$ cat src/include/vng_consts.svh
`ifndef VNG_CONSTS_SVH
`define VNG_CONSTS_SVH

// Pixel width in bits
`define VNG_DATA 8

// Pixels per 3x3 window
`define VNG_WIN 9

// Enabled cycles from ninth push to out_valid
`define VNG_LAT 4

`endif
$ cat src/source/vng_pkg.sv
`default_nettype none

`include "vng_consts.svh"

package vng_pkg;

    // Raw or output pixel
    typedef logic [`VNG_DATA-1:0] pixel_t;

    // Absolute difference of two pixels
    typedef logic [`VNG_DATA-1:0] grad_t;

    typedef logic [`VNG_DATA-1:0] thresh_t;

    // Kept directions, {h, v, ne, se} from MSB down
    typedef logic [3:0] dir_mask_t;

    // Up to four pixels added together
    typedef logic [`VNG_DATA+1:0] sum_t;

    // Kept directions in one class, 0 to 2
    typedef logic [1:0] cnt_t;

    typedef logic [3:0] pos_t;

endpackage

`default_nettype wire

$ cat src/source/vng_top.sv
`timescale 1ns/1ns
`default_nettype none

module vng_top (
    input   wire                    clk,
    input   wire                    clk_en,
    input   wire                    reset,

    input   wire                    px_push,
    input   wire vng_pkg::pixel_t   px_in,
    input   wire                    px_masked,

    output  vng_pkg::pixel_t        out_red,
    output  vng_pkg::pixel_t        out_green,
    output  vng_pkg::pixel_t        out_blue,
    output  logic                   out_valid
);

vng_pkg::pos_t      pos;
logic               load_grad;
logic               load_sum;
logic               load_out;

vng_pkg::pixel_t    win_nw, win_n, win_ne, win_w, win_c, win_e, win_sw, win_s, win_se;
logic               win_masked;

vng_pkg::dir_mask_t grad_mask;
vng_pkg::pixel_t    g_nw, g_n, g_ne, g_w, g_c, g_e, g_sw, g_s, g_se;
logic               g_masked;

vng_pkg::sum_t      sum_green, sum_blue, alt_green, alt_blue;
vng_pkg::cnt_t      axis_cnt, diag_cnt;
vng_pkg::pixel_t    s_center;
logic               s_masked;

vng_control vng_control_inst (
    .clk        ( clk ),
    .clk_en     ( clk_en ),
    .reset      ( reset ),
    .px_push    ( px_push ),
    .pos        ( pos ),
    .load_grad  ( load_grad ),
    .load_sum   ( load_sum ),
    .load_out   ( load_out )
);

vng_window vng_window_inst (
    .clk        ( clk ),
    .clk_en     ( clk_en ),
    .px_push    ( px_push ),
    .px_in      ( px_in ),
    .px_masked  ( px_masked ),
    .pos        ( pos ),
    .win_nw     ( win_nw ),
    .win_n      ( win_n ),
    .win_ne     ( win_ne ),
    .win_w      ( win_w ),
    .win_c      ( win_c ),
    .win_e      ( win_e ),
    .win_sw     ( win_sw ),
    .win_s      ( win_s ),
    .win_se     ( win_se ),
    .win_masked ( win_masked )
);

vng_grad vng_grad_inst (
    .clk        ( clk ),
    .clk_en     ( clk_en ),
    .load_grad  ( load_grad ),
    .win_nw     ( win_nw ),
    .win_n      ( win_n ),
    .win_ne     ( win_ne ),
    .win_w      ( win_w ),
    .win_c      ( win_c ),
    .win_e      ( win_e ),
    .win_sw     ( win_sw ),
    .win_s      ( win_s ),
    .win_se     ( win_se ),
    .win_masked ( win_masked ),
    .grad_mask  ( grad_mask ),
    .thresh     ( ),
    .g_nw       ( g_nw ),
    .g_n        ( g_n ),
    .g_ne       ( g_ne ),
    .g_w        ( g_w ),
    .g_c        ( g_c ),
    .g_e        ( g_e ),
    .g_sw       ( g_sw ),
    .g_s        ( g_s ),
    .g_se       ( g_se ),
    .g_masked   ( g_masked )
);

vng_sum vng_sum_inst (
    .clk        ( clk ),
    .clk_en     ( clk_en ),
    .load_sum   ( load_sum ),
    .grad_mask  ( grad_mask ),
    .g_nw       ( g_nw ),
    .g_n        ( g_n ),
    .g_ne       ( g_ne ),
    .g_w        ( g_w ),
    .g_c        ( g_c ),
    .g_e        ( g_e ),
    .g_sw       ( g_sw ),
    .g_s        ( g_s ),
    .g_se       ( g_se ),
    .g_masked   ( g_masked ),
    .sum_green  ( sum_green ),
    .sum_blue   ( sum_blue ),
    .alt_green  ( alt_green ),
    .alt_blue   ( alt_blue ),
    .axis_cnt   ( axis_cnt ),
    .diag_cnt   ( diag_cnt ),
    .s_center   ( s_center ),
    .s_masked   ( s_masked )
);

vng_out vng_out_inst (
    .clk        ( clk ),
    .clk_en     ( clk_en ),
    .reset      ( reset ),
    .load_out   ( load_out ),
    .sum_green  ( sum_green ),
    .sum_blue   ( sum_blue ),
    .alt_green  ( alt_green ),
    .alt_blue   ( alt_blue ),
    .axis_cnt   ( axis_cnt ),
    .diag_cnt   ( diag_cnt ),
    .s_center   ( s_center ),
    .s_masked   ( s_masked ),
    .out_red    ( out_red ),
    .out_green  ( out_green ),
    .out_blue   ( out_blue ),
    .out_valid  ( out_valid )
);

endmodule

`default_nettype wire

$ cat src/source/vng_out.sv
`timescale 1ns/1ns
`default_nettype none

`include "vng_consts.svh"

module vng_out (
    input   wire                    clk,
    input   wire                    clk_en,
    input   wire                    reset,
    input   wire                    load_out,

    input   wire vng_pkg::sum_t     sum_green,
    input   wire vng_pkg::sum_t     sum_blue,
    input   wire vng_pkg::sum_t     alt_green,
    input   wire vng_pkg::sum_t     alt_blue,
    input   wire vng_pkg::cnt_t     axis_cnt,
    input   wire vng_pkg::cnt_t     diag_cnt,
    input   wire vng_pkg::pixel_t   s_center,
    input   wire                    s_masked,

    output  vng_pkg::pixel_t        out_red,
    output  vng_pkg::pixel_t        out_green,
    output  vng_pkg::pixel_t        out_blue,
    output  logic                   out_valid
);

// Divide by twice the count, or average all four when none kept
function automatic vng_pkg::pixel_t norm(input vng_pkg::sum_t sum,
                                         input vng_pkg::sum_t alt,
                                         input vng_pkg::cnt_t cnt);
    case (cnt)
        2'd1:    return sum[`VNG_DATA:1];
        2'd2:    return sum[`VNG_DATA+1:2];
        default: return alt[`VNG_DATA+1:2];
    endcase
endfunction

vng_pkg::pixel_t    green_norm;
vng_pkg::pixel_t    blue_norm;

assign green_norm = norm(sum_green, alt_green, axis_cnt);
assign blue_norm  = norm(sum_blue,  alt_blue,  diag_cnt);

always_ff @(posedge clk) begin
    if (clk_en && load_out) begin
        out_red   <= s_center;
        out_green <= s_masked ? s_center : green_norm;  // Masked site passes raw
        out_blue  <= s_masked ? s_center : blue_norm;
    end
end

always_ff @(posedge clk) begin
    if (reset) begin
        out_valid <= 1'b0;
    end else if (clk_en) begin
        out_valid <= load_out;
    end
end

endmodule

`default_nettype wire

$ cat src/source/vng_sum.sv
`timescale 1ns/1ns
`default_nettype none

`include "vng_consts.svh"

module vng_sum (
    input   wire                        clk,
    input   wire                        clk_en,
    input   wire                        load_sum,

    input   wire vng_pkg::dir_mask_t    grad_mask,
    input   wire vng_pkg::pixel_t       g_nw,
    input   wire vng_pkg::pixel_t       g_n,
    input   wire vng_pkg::pixel_t       g_ne,
    input   wire vng_pkg::pixel_t       g_w,
    input   wire vng_pkg::pixel_t       g_c,
    input   wire vng_pkg::pixel_t       g_e,
    input   wire vng_pkg::pixel_t       g_sw,
    input   wire vng_pkg::pixel_t       g_s,
    input   wire vng_pkg::pixel_t       g_se,
    input   wire                        g_masked,

    output  vng_pkg::sum_t              sum_green,
    output  vng_pkg::sum_t              sum_blue,
    output  vng_pkg::sum_t              alt_green,
    output  vng_pkg::sum_t              alt_blue,
    output  vng_pkg::cnt_t              axis_cnt,
    output  vng_pkg::cnt_t              diag_cnt,
    output  vng_pkg::pixel_t            s_center,
    output  logic                       s_masked
);

logic           keep_h;
logic           keep_v;
logic           keep_ne;
logic           keep_se;
logic   [`VNG_DATA:0] pair_h;
logic   [`VNG_DATA:0] pair_v;
logic   [`VNG_DATA:0] pair_ne;
logic   [`VNG_DATA:0] pair_se;
vng_pkg::sum_t  green_next;
vng_pkg::sum_t  blue_next;

assign {keep_h, keep_v, keep_ne, keep_se} = grad_mask;

// Opposite neighbors along each direction
assign pair_h  = {1'b0, g_w}  + {1'b0, g_e};
assign pair_v  = {1'b0, g_n}  + {1'b0, g_s};
assign pair_ne = {1'b0, g_ne} + {1'b0, g_sw};
assign pair_se = {1'b0, g_nw} + {1'b0, g_se};

assign green_next = (keep_h  ? {1'b0, pair_h}  : '0) + (keep_v  ? {1'b0, pair_v}  : '0);
assign blue_next  = (keep_ne ? {1'b0, pair_ne} : '0) + (keep_se ? {1'b0, pair_se} : '0);

always_ff @(posedge clk) begin
    if (clk_en && load_sum) begin
        sum_green <= green_next;
        sum_blue  <= blue_next;
        alt_green <= {1'b0, pair_h}  + {1'b0, pair_v};    // Fallback, all four greens
        alt_blue  <= {1'b0, pair_ne} + {1'b0, pair_se};
        axis_cnt  <= {1'b0, keep_h}  + {1'b0, keep_v};
        diag_cnt  <= {1'b0, keep_ne} + {1'b0, keep_se};
        s_center  <= g_c;
        s_masked  <= g_masked;
    end
end

endmodule

`default_nettype wire

$ cat src/source/vng_grad.sv
`timescale 1ns/1ns
`default_nettype none

`include "vng_consts.svh"

module vng_grad (
    input   wire                    clk,
    input   wire                    clk_en,
    input   wire                    load_grad,

    input   wire vng_pkg::pixel_t   win_nw,
    input   wire vng_pkg::pixel_t   win_n,
    input   wire vng_pkg::pixel_t   win_ne,
    input   wire vng_pkg::pixel_t   win_w,
    input   wire vng_pkg::pixel_t   win_c,
    input   wire vng_pkg::pixel_t   win_e,
    input   wire vng_pkg::pixel_t   win_sw,
    input   wire vng_pkg::pixel_t   win_s,
    input   wire vng_pkg::pixel_t   win_se,
    input   wire                    win_masked,

    output  vng_pkg::dir_mask_t     grad_mask,
    output  vng_pkg::thresh_t       thresh,
    output  vng_pkg::pixel_t        g_nw,
    output  vng_pkg::pixel_t        g_n,
    output  vng_pkg::pixel_t        g_ne,
    output  vng_pkg::pixel_t        g_w,
    output  vng_pkg::pixel_t        g_c,
    output  vng_pkg::pixel_t        g_e,
    output  vng_pkg::pixel_t        g_sw,
    output  vng_pkg::pixel_t        g_s,
    output  vng_pkg::pixel_t        g_se,
    output  logic                   g_masked
);

function automatic vng_pkg::grad_t abs_diff(input vng_pkg::pixel_t a, input vng_pkg::pixel_t b);
    return (a > b) ? (a - b) : (b - a);
endfunction

vng_pkg::grad_t     grad_h;
vng_pkg::grad_t     grad_v;
vng_pkg::grad_t     grad_ne;
vng_pkg::grad_t     grad_se;
vng_pkg::grad_t     min_axis;
vng_pkg::grad_t     min_diag;
vng_pkg::grad_t     max_axis;
vng_pkg::grad_t     max_diag;
vng_pkg::grad_t     grad_min;
vng_pkg::grad_t     grad_max;
vng_pkg::grad_t     grad_span;
vng_pkg::thresh_t   thresh_next;
vng_pkg::dir_mask_t mask_next;

assign grad_h   = abs_diff(win_w,  win_e);
assign grad_v   = abs_diff(win_n,  win_s);
assign grad_ne  = abs_diff(win_ne, win_sw);
assign grad_se  = abs_diff(win_nw, win_se);

// Min and max as a two-level tree
assign min_axis = (grad_h  < grad_v)  ? grad_h  : grad_v;
assign min_diag = (grad_ne < grad_se) ? grad_ne : grad_se;
assign max_axis = (grad_h  > grad_v)  ? grad_h  : grad_v;
assign max_diag = (grad_ne > grad_se) ? grad_ne : grad_se;
assign grad_min = (min_axis < min_diag) ? min_axis : min_diag;
assign grad_max = (max_axis > max_diag) ? max_axis : max_diag;

// min + (max - min) / 2, never above max so no carry
assign grad_span   = grad_max - grad_min;
assign thresh_next = grad_min + {1'b0, grad_span[`VNG_DATA-1:1]};

// Minimum gradient always passes
assign mask_next = {grad_h  <= thresh_next,
                    grad_v  <= thresh_next,
                    grad_ne <= thresh_next,
                    grad_se <= thresh_next};

always_ff @(posedge clk) begin
    if (clk_en && load_grad) begin
        grad_mask <= mask_next;
        thresh    <= thresh_next;
        g_nw      <= win_nw;    // Window snapshot, frees the capture register
        g_n       <= win_n;
        g_ne      <= win_ne;
        g_w       <= win_w;
        g_c       <= win_c;
        g_e       <= win_e;
        g_sw      <= win_sw;
        g_s       <= win_s;
        g_se      <= win_se;
        g_masked  <= win_masked;
    end
end

endmodule

`default_nettype wire

$ cat src/source/vng_window.sv
`timescale 1ns/1ns
`default_nettype none

module vng_window (
    input   wire                    clk,
    input   wire                    clk_en,

    input   wire                    px_push,
    input   wire vng_pkg::pixel_t   px_in,
    input   wire                    px_masked,
    input   wire vng_pkg::pos_t     pos,

    output  vng_pkg::pixel_t        win_nw,
    output  vng_pkg::pixel_t        win_n,
    output  vng_pkg::pixel_t        win_ne,
    output  vng_pkg::pixel_t        win_w,
    output  vng_pkg::pixel_t        win_c,
    output  vng_pkg::pixel_t        win_e,
    output  vng_pkg::pixel_t        win_sw,
    output  vng_pkg::pixel_t        win_s,
    output  vng_pkg::pixel_t        win_se,
    output  logic                   win_masked
);

// Raster order slots
always_ff @(posedge clk) begin
    if (clk_en && px_push) begin
        case (pos)
            4'd0:    win_nw <= px_in;
            4'd1:    win_n  <= px_in;
            4'd2:    win_ne <= px_in;
            4'd3:    win_w  <= px_in;
            4'd4:    win_c  <= px_in;
            4'd5:    win_e  <= px_in;
            4'd6:    win_sw <= px_in;
            4'd7:    win_s  <= px_in;
            4'd8:    win_se <= px_in;
            default: ;
        endcase
    end
end

// Mask flag belongs to the center site
always_ff @(posedge clk) begin
    if (clk_en && px_push && (pos == 4'd4)) begin
        win_masked <= px_masked;
    end
end

endmodule

`default_nettype wire

$ cat src/source/vng_control.sv
`timescale 1ns/1ns
`default_nettype none

`include "vng_consts.svh"

module vng_control (
    input   wire                clk,
    input   wire                clk_en,
    input   wire                reset,

    input   wire                px_push,

    output  vng_pkg::pos_t      pos,
    output  logic               load_grad,
    output  logic               load_sum,
    output  logic               load_out
);

localparam vng_pkg::pos_t POS_LAST = vng_pkg::pos_t'(`VNG_WIN - 1);

logic                   win_done;
logic   [`VNG_LAT-2:0]  load_pipe;  // One bit per stage after the window

// Ninth push closes the window
assign win_done = px_push && (pos == POS_LAST);

always_ff @(posedge clk) begin
    if (reset) begin
        pos <= '0;
    end else if (clk_en && px_push) begin
        if (pos == POS_LAST) begin
            pos <= '0;
        end else begin
            pos <= pos + 4'd1;
        end
    end
end

// Load chain, one enabled cycle per stage
always_ff @(posedge clk) begin
    if (reset) begin
        load_pipe <= '0;
    end else if (clk_en) begin
        load_pipe <= {load_pipe[`VNG_LAT-3:0], win_done};
    end
end

assign load_grad = load_pipe[0];
assign load_sum  = load_pipe[1];
assign load_out  = load_pipe[`VNG_LAT-2];

endmodule

`default_nettype wire

$ cat config.mk
export PLATFORM = sky130hd
export DESIGN_NAME = vng_top
export DESIGN_NICKNAME = d
export VERILOG_FILES = /design/src/source/vng_pkg.sv /design/src/source/vng_top.sv /design/src/source/vng_out.sv /design/src/source/vng_sum.sv /design/src/source/vng_grad.sv /design/src/source/vng_window.sv /design/src/source/vng_control.sv
export VERILOG_INCLUDE_DIRS = /design/src /design/src/include
export SDC_FILE = /design/constraint.sdc
export NUM_CORES = 1
export LEC_CHECK = 0
export ABC_AREA = 0
export BUFFER_PORTS_ARGS = -buffer_cell sky130_fd_sc_hd__buf_4
export CAP_MARGIN = 20
export CORE_UTILIZATION = 64
export CTS_CLUSTER_SIZE = 12
export DETAILED_ROUTE_END_ITERATION = 10
export GPL_TIMING_DRIVEN = 0
export PLACE_DENSITY = 0.78
export SYNTH_ARGS = -nofsm -noshare
export SYNTH_HDL_FRONTEND = slang
export SYNTH_SLANG_ARGS = --single-unit
$ cat constraint.sdc
create_clock -name clk -period 12 [get_ports clk]
set_input_delay 0 -clock clk [delete_from_list [all_inputs] [get_ports clk]]
set_output_delay 0 -clock clk [all_outputs]
set_load 0.01 [all_outputs]
## After elaboration in Yosys (flattened, before gate mapping)

Index checks and enable logic that the tools add are counted.

| word-level totals | value |
|---|---|
| register bits after elaboration | 235 |
| output and inout port bits | 25 |
| input port bits | 13 |
| word-level logic and storage cells | 117 |

| operators by class | value |
|---|---|
| muxes and demuxes | 19 |
| magnitude comparators | 14 |
| equality and inequality tests | 12 |
| $add $sub $neg | 21 |
| reductions and logical operators | 16 |

Operators by type and width:

| kind | count |
|---|---|
| 8-bit 2-to-1 mux | 12 |
| 8-bit subtractor | 9 |
| 8-bit > comparator | 7 |
| 8-bit by 8-bit adder with 9-bit output | 4 |
| 9-bit 2-to-1 mux | 4 |
| 8-bit less-or-equal comparator | 4 |
| 8-bit one-hot mux with 2 select lines | 2 |
| 8-bit < comparator | 3 |
| 10-bit adder | 2 |
| 9-bit by 9-bit adder with 10-bit output | 2 |
| 2-bit AND reduction | 9 |
| 4-bit by 3-bit equality test with 1-bit output, second input constant | 4 |
| 8-bit by 7-bit adder with 8-bit output | 1 |
| 4-bit by 2-bit equality test with 1-bit output, second input constant | 2 |
| 1-bit logical AND | 6 |
| 1-bit by 1-bit adder with 2-bit output | 2 |
| 4-bit by 1-bit adder with 4-bit output, second input constant | 1 |
| 2-bit by 1-bit equality test with 1-bit output, second input constant | 2 |
| 2-bit equality test, second input constant | 2 |
| 4-bit by 1-bit equality test with 1-bit output, second input constant | 1 |
| 4-bit equality test, second input constant | 1 |
| 4-bit logical NOT | 1 |
| 4-bit 2-to-1 mux | 1 |

## Logic depth before layout (Yosys ltp)

Gate-level depths: netlist (run 1).

| depth | value |
|---|---|
| word-level depth | 9 |
| gate-level depth with buffers | 50 |
| mapped depth without buffers | 47 |

## By module

From an unflattened synthesis (run 1), not the netlist that was laid out.

| second synthesis, totals | value |
|---|---|
| cells, all modules | 1433 |
| area total of the unflattened synthesis | 16185.5 µm² |

Modules (own cells, without submodules):

| module | cells an instance | seq. area each (µm²) | times used | area each (µm²) |
|---|---|---|---|---|
| vng_grad | 766 | 2552.4 | 1 | 7727.4 |
| vng_sum | 441 | 1591.5 | 1 | 4526.8 |
| vng_window | 89 | 2192.1 | 1 | 2299.7 |
| vng_out | 100 | 740.7 | 1 | 1297.5 |
| vng_control | 37 | 140.1 | 1 | 334.1 |

## Worst setup path before layout (run 1)

Ideal clock, no wire load.

| timing path | value |
|---|---|
| path type | reg2reg |
| start point | register vng_window_inst.win_n[0] |
| end point | register vng_grad_inst.grad_mask[1] (data pin) |
| setup time | 0.261 ns |
| slack | 2.377 ns |
| stages on the path, launching flop included | 47 |
| required time | 11.739 ns |
| period minus slack after synthesis | 9.623 ns |
| arrival | 9.362 ns |
| path buffers | 3 |
| cell sequence | edfxtp_1 > inv_1 > ha_1 > inv_1 > fa_1 > and3_1 > o21a_1 > o32ai_4 > mux2_2 > o21a_1 > o2111ai_1 > nand3_1 > xnor2_1 > inv_1 > ha_1 > and4_1 > and2_0 > a32oi_1 > [... 11 more ...] > clkbuf_1 > o21ai_0 > inv_1 > fa_1 > xnor2_1 > inv_1 > fa_1 > xnor2_1 > inv_1 > ha_1 > o21a_1 > o21ai_0 > nand2b_1 > a21oi_1 > nor2b_1 > o22ai_1 > maj3_1 > maj3_2 |

| on the way | value |
|---|---|
| cells in the longest elaborated chain, start to end | 9 |
| elaborated cells on any way between the ends | 15 |
| those cells by class | add/sub (4); order compare (6); mux (5) |

Ends and longest elaborated chain:

| element | line | RTL |
|---|---|---|
| start, declared | vng_window.sv:14 | `output vng_pkg::pixel_t win_n,` |
| start signal, assigned | vng_window.sv:30 | `4'd1: win_n <= px_in;` |
| 8-bit subtractor or 8-bit > comparator (tied branches) | vng_grad.sv:37 | `return (a > b) ? (a - b) : (b - a);` |
| 8-bit 2-to-1 mux (*) | vng_grad.sv:37 |  |
| 8-bit > comparator or 8-bit < comparator (tied branches) | vng_grad.sv:62, vng_grad.sv:60 |  |
| 8-bit 2-to-1 mux (on tied branches) | vng_grad.sv:62, vng_grad.sv:60 |  |
| 8-bit > comparator or 8-bit < comparator (tied branches) | vng_grad.sv:65, vng_grad.sv:64 |  |
| 8-bit 2-to-1 mux (on tied branches) | vng_grad.sv:65, vng_grad.sv:64 |  |
| 8-bit subtractor | vng_grad.sv:68 | `assign grad_span = grad_max - grad_min;` |
| 8-bit by 7-bit adder with 8-bit output (*) | vng_grad.sv:69 | `` assign thresh_next = grad_min + {1'b0, grad_span[`VNG_DATA-1:1]}; `` |
| 8-bit less-or-equal comparator (*) | vng_grad.sv:74 | `grad_ne <= thresh_next,` |
| via vng_grad_inst.mask_next[1] | vng_grad.sv:52 | `vng_pkg::dir_mask_t mask_next;` |
| end signal, assigned | vng_grad.sv:79 | `grad_mask <= mask_next;` |
| end, declared | vng_grad.sv:22 | `output vng_pkg::dir_mask_t grad_mask,` |

Mark *: on every way through the listed nets, which the timed path passes. The rest lies on a longest branch.
A chain may end at the register's enable or synchronous reset.

## Worst setup path in the final report (run 1)

| timing path | value |
|---|---|
| start point | register vng_window_inst.win_w[0] |
| end point | register vng_grad_inst.grad_mask[1] (data pin) |

| on the way | value |
|---|---|
| cells in the longest elaborated chain, start to end | 9 |
| elaborated cells on any way between the ends | 15 |
| those cells by class | add/sub (4); order compare (6); mux (5) |

Ends and longest elaborated chain:

| element | line | RTL |
|---|---|---|
| start, declared | vng_window.sv:16 | `output vng_pkg::pixel_t win_w,` |
| start signal, assigned | vng_window.sv:32 | `4'd3: win_w <= px_in;` |
| 8-bit subtractor or 8-bit > comparator (tied branches) | vng_grad.sv:37 |  |
| 8-bit 2-to-1 mux (*) | vng_grad.sv:37 |  |
| 8-bit > comparator or 8-bit < comparator (tied branches) | vng_grad.sv:62, vng_grad.sv:60 |  |
| 8-bit 2-to-1 mux (on tied branches) | vng_grad.sv:62, vng_grad.sv:60 |  |
| 8-bit > comparator or 8-bit < comparator (tied branches) | vng_grad.sv:65, vng_grad.sv:64 |  |
| 8-bit 2-to-1 mux (on tied branches) | vng_grad.sv:65, vng_grad.sv:64 |  |
| 8-bit subtractor | vng_grad.sv:68 |  |
| 8-bit by 7-bit adder with 8-bit output (*) | vng_grad.sv:69 |  |
| 8-bit less-or-equal comparator (*) | vng_grad.sv:74 |  |
| via vng_grad_inst.mask_next[1] | vng_grad.sv:52 |  |

Marks and branches as above.

==> flow_summary.ini, run 1 <==
[run_status]
status = complete, no violations

[routing]
drt_first_pass_iters = 5
wl_met3_um = 1790
route.detailed.drc = 0
wirelength_um = 31300
first_iter_violations = 767
top_layer_used = met4
via_per_inst = 5.82
vias = 10239
wl_per_cell_um = 17.8
ant_nets = 0
drt-met1-wl_um = 13700
wl_met2_um = 14800

[logic_synthesis]
synth.avg_cell_area_sq_um = 11.2
synth_ff_type = edfxtp_1
ys_ff_latch = 229
netlist.area_leader.share_pct = 44.0
synth_top_cell_by_area = edfxtp_1
synth_area_leaders = edfxtp_1 44%, ha_1 16%, inv_1 4.2%
synth_cells = 1351
synth_edf_count = 221
synth.distinct_cells = 65
syn_nets = 1574
async_flop_share_pct = 0
ys_seq_area_share_pct = 45.0
ys_warn_count = 0
syn_area_sq_mm = 0.0151

[floorplan]
rows = 55
core_sq_mm = 0.0229
fp.dieW_um = 156
io_pins = 38
dieArea_sq_mm = 0.0242
start_util_pct = 65.9
die_h_um = 156

[pwr]
ir_worst_vdd_mv = 0.201
leakage_nw = 7.09
power_density_mw_per_mm2 = 156
power_mw = 2.59

[critical_path]
ff2ff_path_depth = 45
crit_arrival_ps = 11500
cp_common_cell = inv_1
crit_required_ps = 12230
r2r-end = vng_grad_inst.grad_mask[1]
critPathCaptureType = flip-flop
slowest_delay_ps = 530
critPathMaxFanout = 10
ff2ff_setup_slack_ps = 730
worstSetupPathType = reg2reg
r2r-start = vng_window_inst.win_w[0]
cp_slowest_cell = a22oi_1
startpoint_type = flip-flop

[worst_hold_path]
hold_path_depth = 2
hold_path_end = vng_window_inst.win_masked
hold_class = in2reg
hp-start = px_masked

[finish]
layout-drive-gt1-share_pct = 6.78
post-route-cell-area_sq_mm = 0.0166
final_common_cell = edfxtp_1
area_growth_pct = 10.2
reg.largest.list = vng_sum_inst.sum_blue x9, vng_sum_inst.sum_green x9
most-common-layout-cells = 221 x edfxtp_1, 194 x ha_1, 167 x inv_1, 90 x a21oi_1, 76 x nor2_1
finalNetCount = 1653

[placed_design]
routabilityCongestion = 0.908
dpl_cell_area_sq_mm = 0.0158
hpwl_um = 23900
port_buffers = 36
place_ws_ps = 619

[timing]
setup_viol = 0
worst_pin_slew_ps = 1020
period_share_pct = 93.9
fmax_mhz = 88.8
timing_hold_violations_final = 0
rsz0062_at_grt = false
setup_ws_ps = 734
setup-tns-final_ps = 0
final-max-slew-violation-count = 0
max_slew_margin_pct = 31.9
clock_skew_ps = 18.4
period_minus_slack_ps = 11270

[grt]
grt.overflow.total = 0
antenna_found_initial = 1
grt_pass1_wl_um = 50200
grt_use_total_pct = 26.6
grt_pass1_vias = 9999
grt_max_degree = 41

[clocking]
cts-htree-levels = 1
cts.clk_slew.worst_paths_ps = 70
clock_latency_ps = 510
cts_tree = built
cts_sinks = 229
clock_path_buffers = 3
cts-root-buf = clkbuf_16
cts_buffers = 23

[run]
maxCapViolations = 0
cells by family (layout without fill, tap and decap cells):
kind of cell	Yosys count	after routing	synth area share, %
muxes	52	52	3.66
other	0	1	0
AOI/OAI and AO/OA	315	315	13.8
buffers and inverters	187	282	4.72
adders and majority gates	222	222	19.0
and+or+nand+nor	262	262	8.84
xor gates and xnor gates	84	84	4.92
DFF	229	229	45.0
critical path: cells and delay by family (launching register included):
kind	cells	cell delay, ps
simple gates	8	1140
compound gates	16	3070
buf+inv	8	1530
xor+xnor	3	1200
fa+ha+maj	9	3170
flops	1	440
mux	1	410
cell type report:
class,instances,area [sq um]
repair buffers,54,472
diodes,1,2.50
plain buffers,20,85.1
fillers,1601,6280
multi-input cells,935,7600
clock inverters,2,12.5
well taps,313,392
inverters,167,627
flip-flops and latches,229,6800
clock buffers,39,646
how the worst max path moves through the flow:
| stage | from | to | slack (ps) | depth (start not counted) |
|---|---|---|---|---|
| after floorplan | vng_window_inst.win_n[0] | vng_grad_inst.grad_mask[1] | 2380 | 46 |
| after global placement | vng_window_inst.win_n[0] | vng_grad_inst.grad_mask[1] | 800 | 47 |
| after detailed placement | vng_window_inst.win_w[0] | vng_grad_inst.grad_mask[1] | 620 | 45 |
| after global routing | vng_window_inst.win_n[0] | vng_grad_inst.grad_mask[1] | 10 | 47 |
| final | vng_window_inst.win_w[0] | vng_grad_inst.grad_mask[1] | 730 | 45 |
| after CTS | vng_window_inst.win_w[0] | vng_grad_inst.grad_mask[1] | 590 | 45 |
cells in the mapped netlist, drive strengths merged, types with 16 or more instances:
cell type and n:
ha 194, nand2 41, nor3 21, edfxtp 221
mux2i 40, xnor2 68, fa 16, o21ai 61
o21a 36, nand4 20, xor2 16, and2 40
a21o 35, a22oi 17, a21oi 90, nor2 76
inv 167, o21bai 25
layer usage:
metal	vias up	global-route usage [%]
met3	56	3.47
met4	0	10.3
met2	298	45.7
li1	5048	-
met5	-	0
met1	4837	34.5
what timing repair did:
item / in CTS / in global routing
hold buffers: 15 / 0
endpoints found under the setup margin: 0 / 2
buffers inserted: 0 / 0
endpoints found under the hold margin: 80 / 0
gates resized for setup: 0 / 1
metrics by stage:
stage,utilization [%],hold slack (ps),std cells
final,72.6,267,1760
after global routing,72.6,266,1760
after CTS,72.6,248,1759
after detailed placement,69.0,185,1703
after global placement,68.8,186,1700
after floorplan,-,98.9,1351
where the power goes:
| part | switching [mW] | internal [mW] |
|---|---|---|
| registers | 0.00253 | 0.881 |
| clock network | 0.276 | 0.364 |
| logic | 0.610 | 0.457 |
(Power assumes the default switching activity.)
==> run 2, diff against run 1 <==
- RECOVER_POWER: not set -> 25
==> flow_summary.ini, run 2 (synthesis results as in run 1) <==
[run_status]
status = complete, no violations

[critical_path]
startpoint = vng_window_inst.win_w[0]
crit_arrival_ps = 11470
critPathCaptureType = flip-flop
slowest_delay_ps = 520
ff2ff_path_depth = 45
worstSetupPathType = reg2reg
ff2ff_setup_slack_ps = 770
crit_required_ps = 12230
r2r-end = vng_grad_inst.grad_mask[1]
startpoint_type = flip-flop
endpoint = vng_grad_inst.grad_mask[1]
cp_slowest_cell = a22oi_1
cp_common_cell = inv_1
r2r-start = vng_window_inst.win_w[0]
critPathMaxFanout = 10

[clocking]
cts_tree = built
clock_latency_ps = 510
cts_setup_buffers = 0
clock_path_buffers = 3
cts.clk_slew.worst_paths_ps = 70
cts-htree-levels = 1
cts-root-buf = clkbuf_16
cts_sinks = 229
cts_buffers = 23

[timing]
timing_hold_violations_final = 0
worst_pin_slew_ps = 1010
hold_ws_ps = 286
fmax_mhz = 89.0
setup-tns-final_ps = 0
rsz0062_at_grt = false
final-max-slew-violation-count = 0
setup_ws_ps = 766
max_slew_margin_pct = 32.6
clock_skew_ps = 19.6
setup_viol = 0
period_share_pct = 93.6
period_minus_slack_ps = 11230

[finish]
layout-drive-gt1-share_pct = 6.22
most-common-layout-cells = 221 x edfxtp_1, 194 x ha_1, 167 x inv_1, 90 x a21oi_1, 76 x nor2_1
finalNetCount = 1653
final_common_cell = edfxtp_1
fillCellCount = 1615
area_growth_pct = 10.0
fin_util_pct = 72.5
reg.largest.list = vng_sum_inst.sum_blue x9, vng_sum_inst.sum_green x9

[floorplan]
core_sq_mm = 0.0229
dieArea_sq_mm = 0.0242
start_util_pct = 65.9
fp.dieW_um = 156
die_h_um = 156
rows = 55
io_pins = 38

[grt]
grt_use_total_pct = 26.6
grt_pass1_vias = 9999
grt.overflow.total = 0
grt_max_degree = 41
grt_pass1_wl_um = 50200
antenna_found_initial = 1

[routing]
wirelength_um = 31400
via_per_inst = 5.83
vias = 10258
wl_per_cell_um = 17.8
first_iter_violations = 783
ant_nets = 0
route.detailed.drc = 0
drt_first_pass_iters = 5

[worst_hold_path]
hold_class = in2reg
hp-start = px_masked
hold_path_depth = 2

[pwr]
power_density_mw_per_mm2 = 156
ir_worst_vdd_mv = 0.199
leakage_nw = 7.06

[run]
maxCapViolations = 0

[placed_design]
place_ws_ps = 619
routabilityCongestion = 0.908
port_buffers = 36
hpwl_um = 23900
run 2: worst min path at each step:
stage | end | slack (ps)
global placement | vng_window_inst.win_masked | 190
global route | vng_window_inst.win_masked | 290
finish | vng_window_inst.win_masked | 290
CTS | vng_window_inst.win_masked | 250
detailed placement | vng_window_inst.win_masked | 180
floorplan | vng_window_inst.win_c[0] | 100
run 2: final cells by class:
cell class | count | area, sq um | share of cell area, %
multi-input cells | 935 | 7600 | 45.8
flip-flops and latches | 229 | 6800 | 40.9
clock buffers | 39 | 646 | 3.89
inverters | 167 | 627 | 3.77
repair buffers | 54 | 442 | 2.66
well taps | 313 | 392 | 2.36
plain buffers | 20 | 85.1 | 0.512
clock inverters | 2 | 12.5 | 0.0753
diodes | 1 | 2.50 | 0.0151
run 2: per-stage QoR:
| stage | cell area [sq um] | power, mW | std cells |
|---|---|---|---|
| finish | 16600 | 2.59 | 1760 |
| global route | 16600 | 2.73 | 1760 |
| CTS | 16600 | 2.57 | 1759 |
| detailed placement | 15800 | 1.93 | 1703 |
| global placement | 15800 | 1.89 | 1700 |
| floorplan | 15100 | 1.66 | 1351 |
run 2: per-layer routing:
layer  global-route usage, %  vias to the layer above  part of all wire, %  routed length, um
li1                        -                     5039                    -                  -
met1                    34.5                     4874                   44              13700
met2                    45.7                      292                   47              14900
met3                    3.47                       53                  5.6               1770
met4                    10.3                        0                  3.2                998
met5                       0                        -                    0                  0
run 2: critical path, delay by kind of cell (launching register included):
family / cells / cell delay [ps]
flip-flops: 1 / 440
AND/OR/NAND/NOR: 8 / 1140
buffers and inverters: 8 / 1530
multiplexers: 1 / 410
XOR/XNOR: 3 / 1180
AO/OA/AOI/OAI: 16 / 3060
adder cells (fa/ha/maj): 9 / 3170
run 2: timing repair:
action                     in CTS  in global routing
hold buffers                   15                  0
setup endpoints to repair       0                  2
resized for setup               0                  1
hold endpoints to repair       80                  0
run 2: power breakdown:
part / switching (mW) / internal, mW
clock network: 0.277 / 0.364
logic: 0.610 / 0.455
registers: 0.00254 / 0.882
total: 0.889 / 1.70
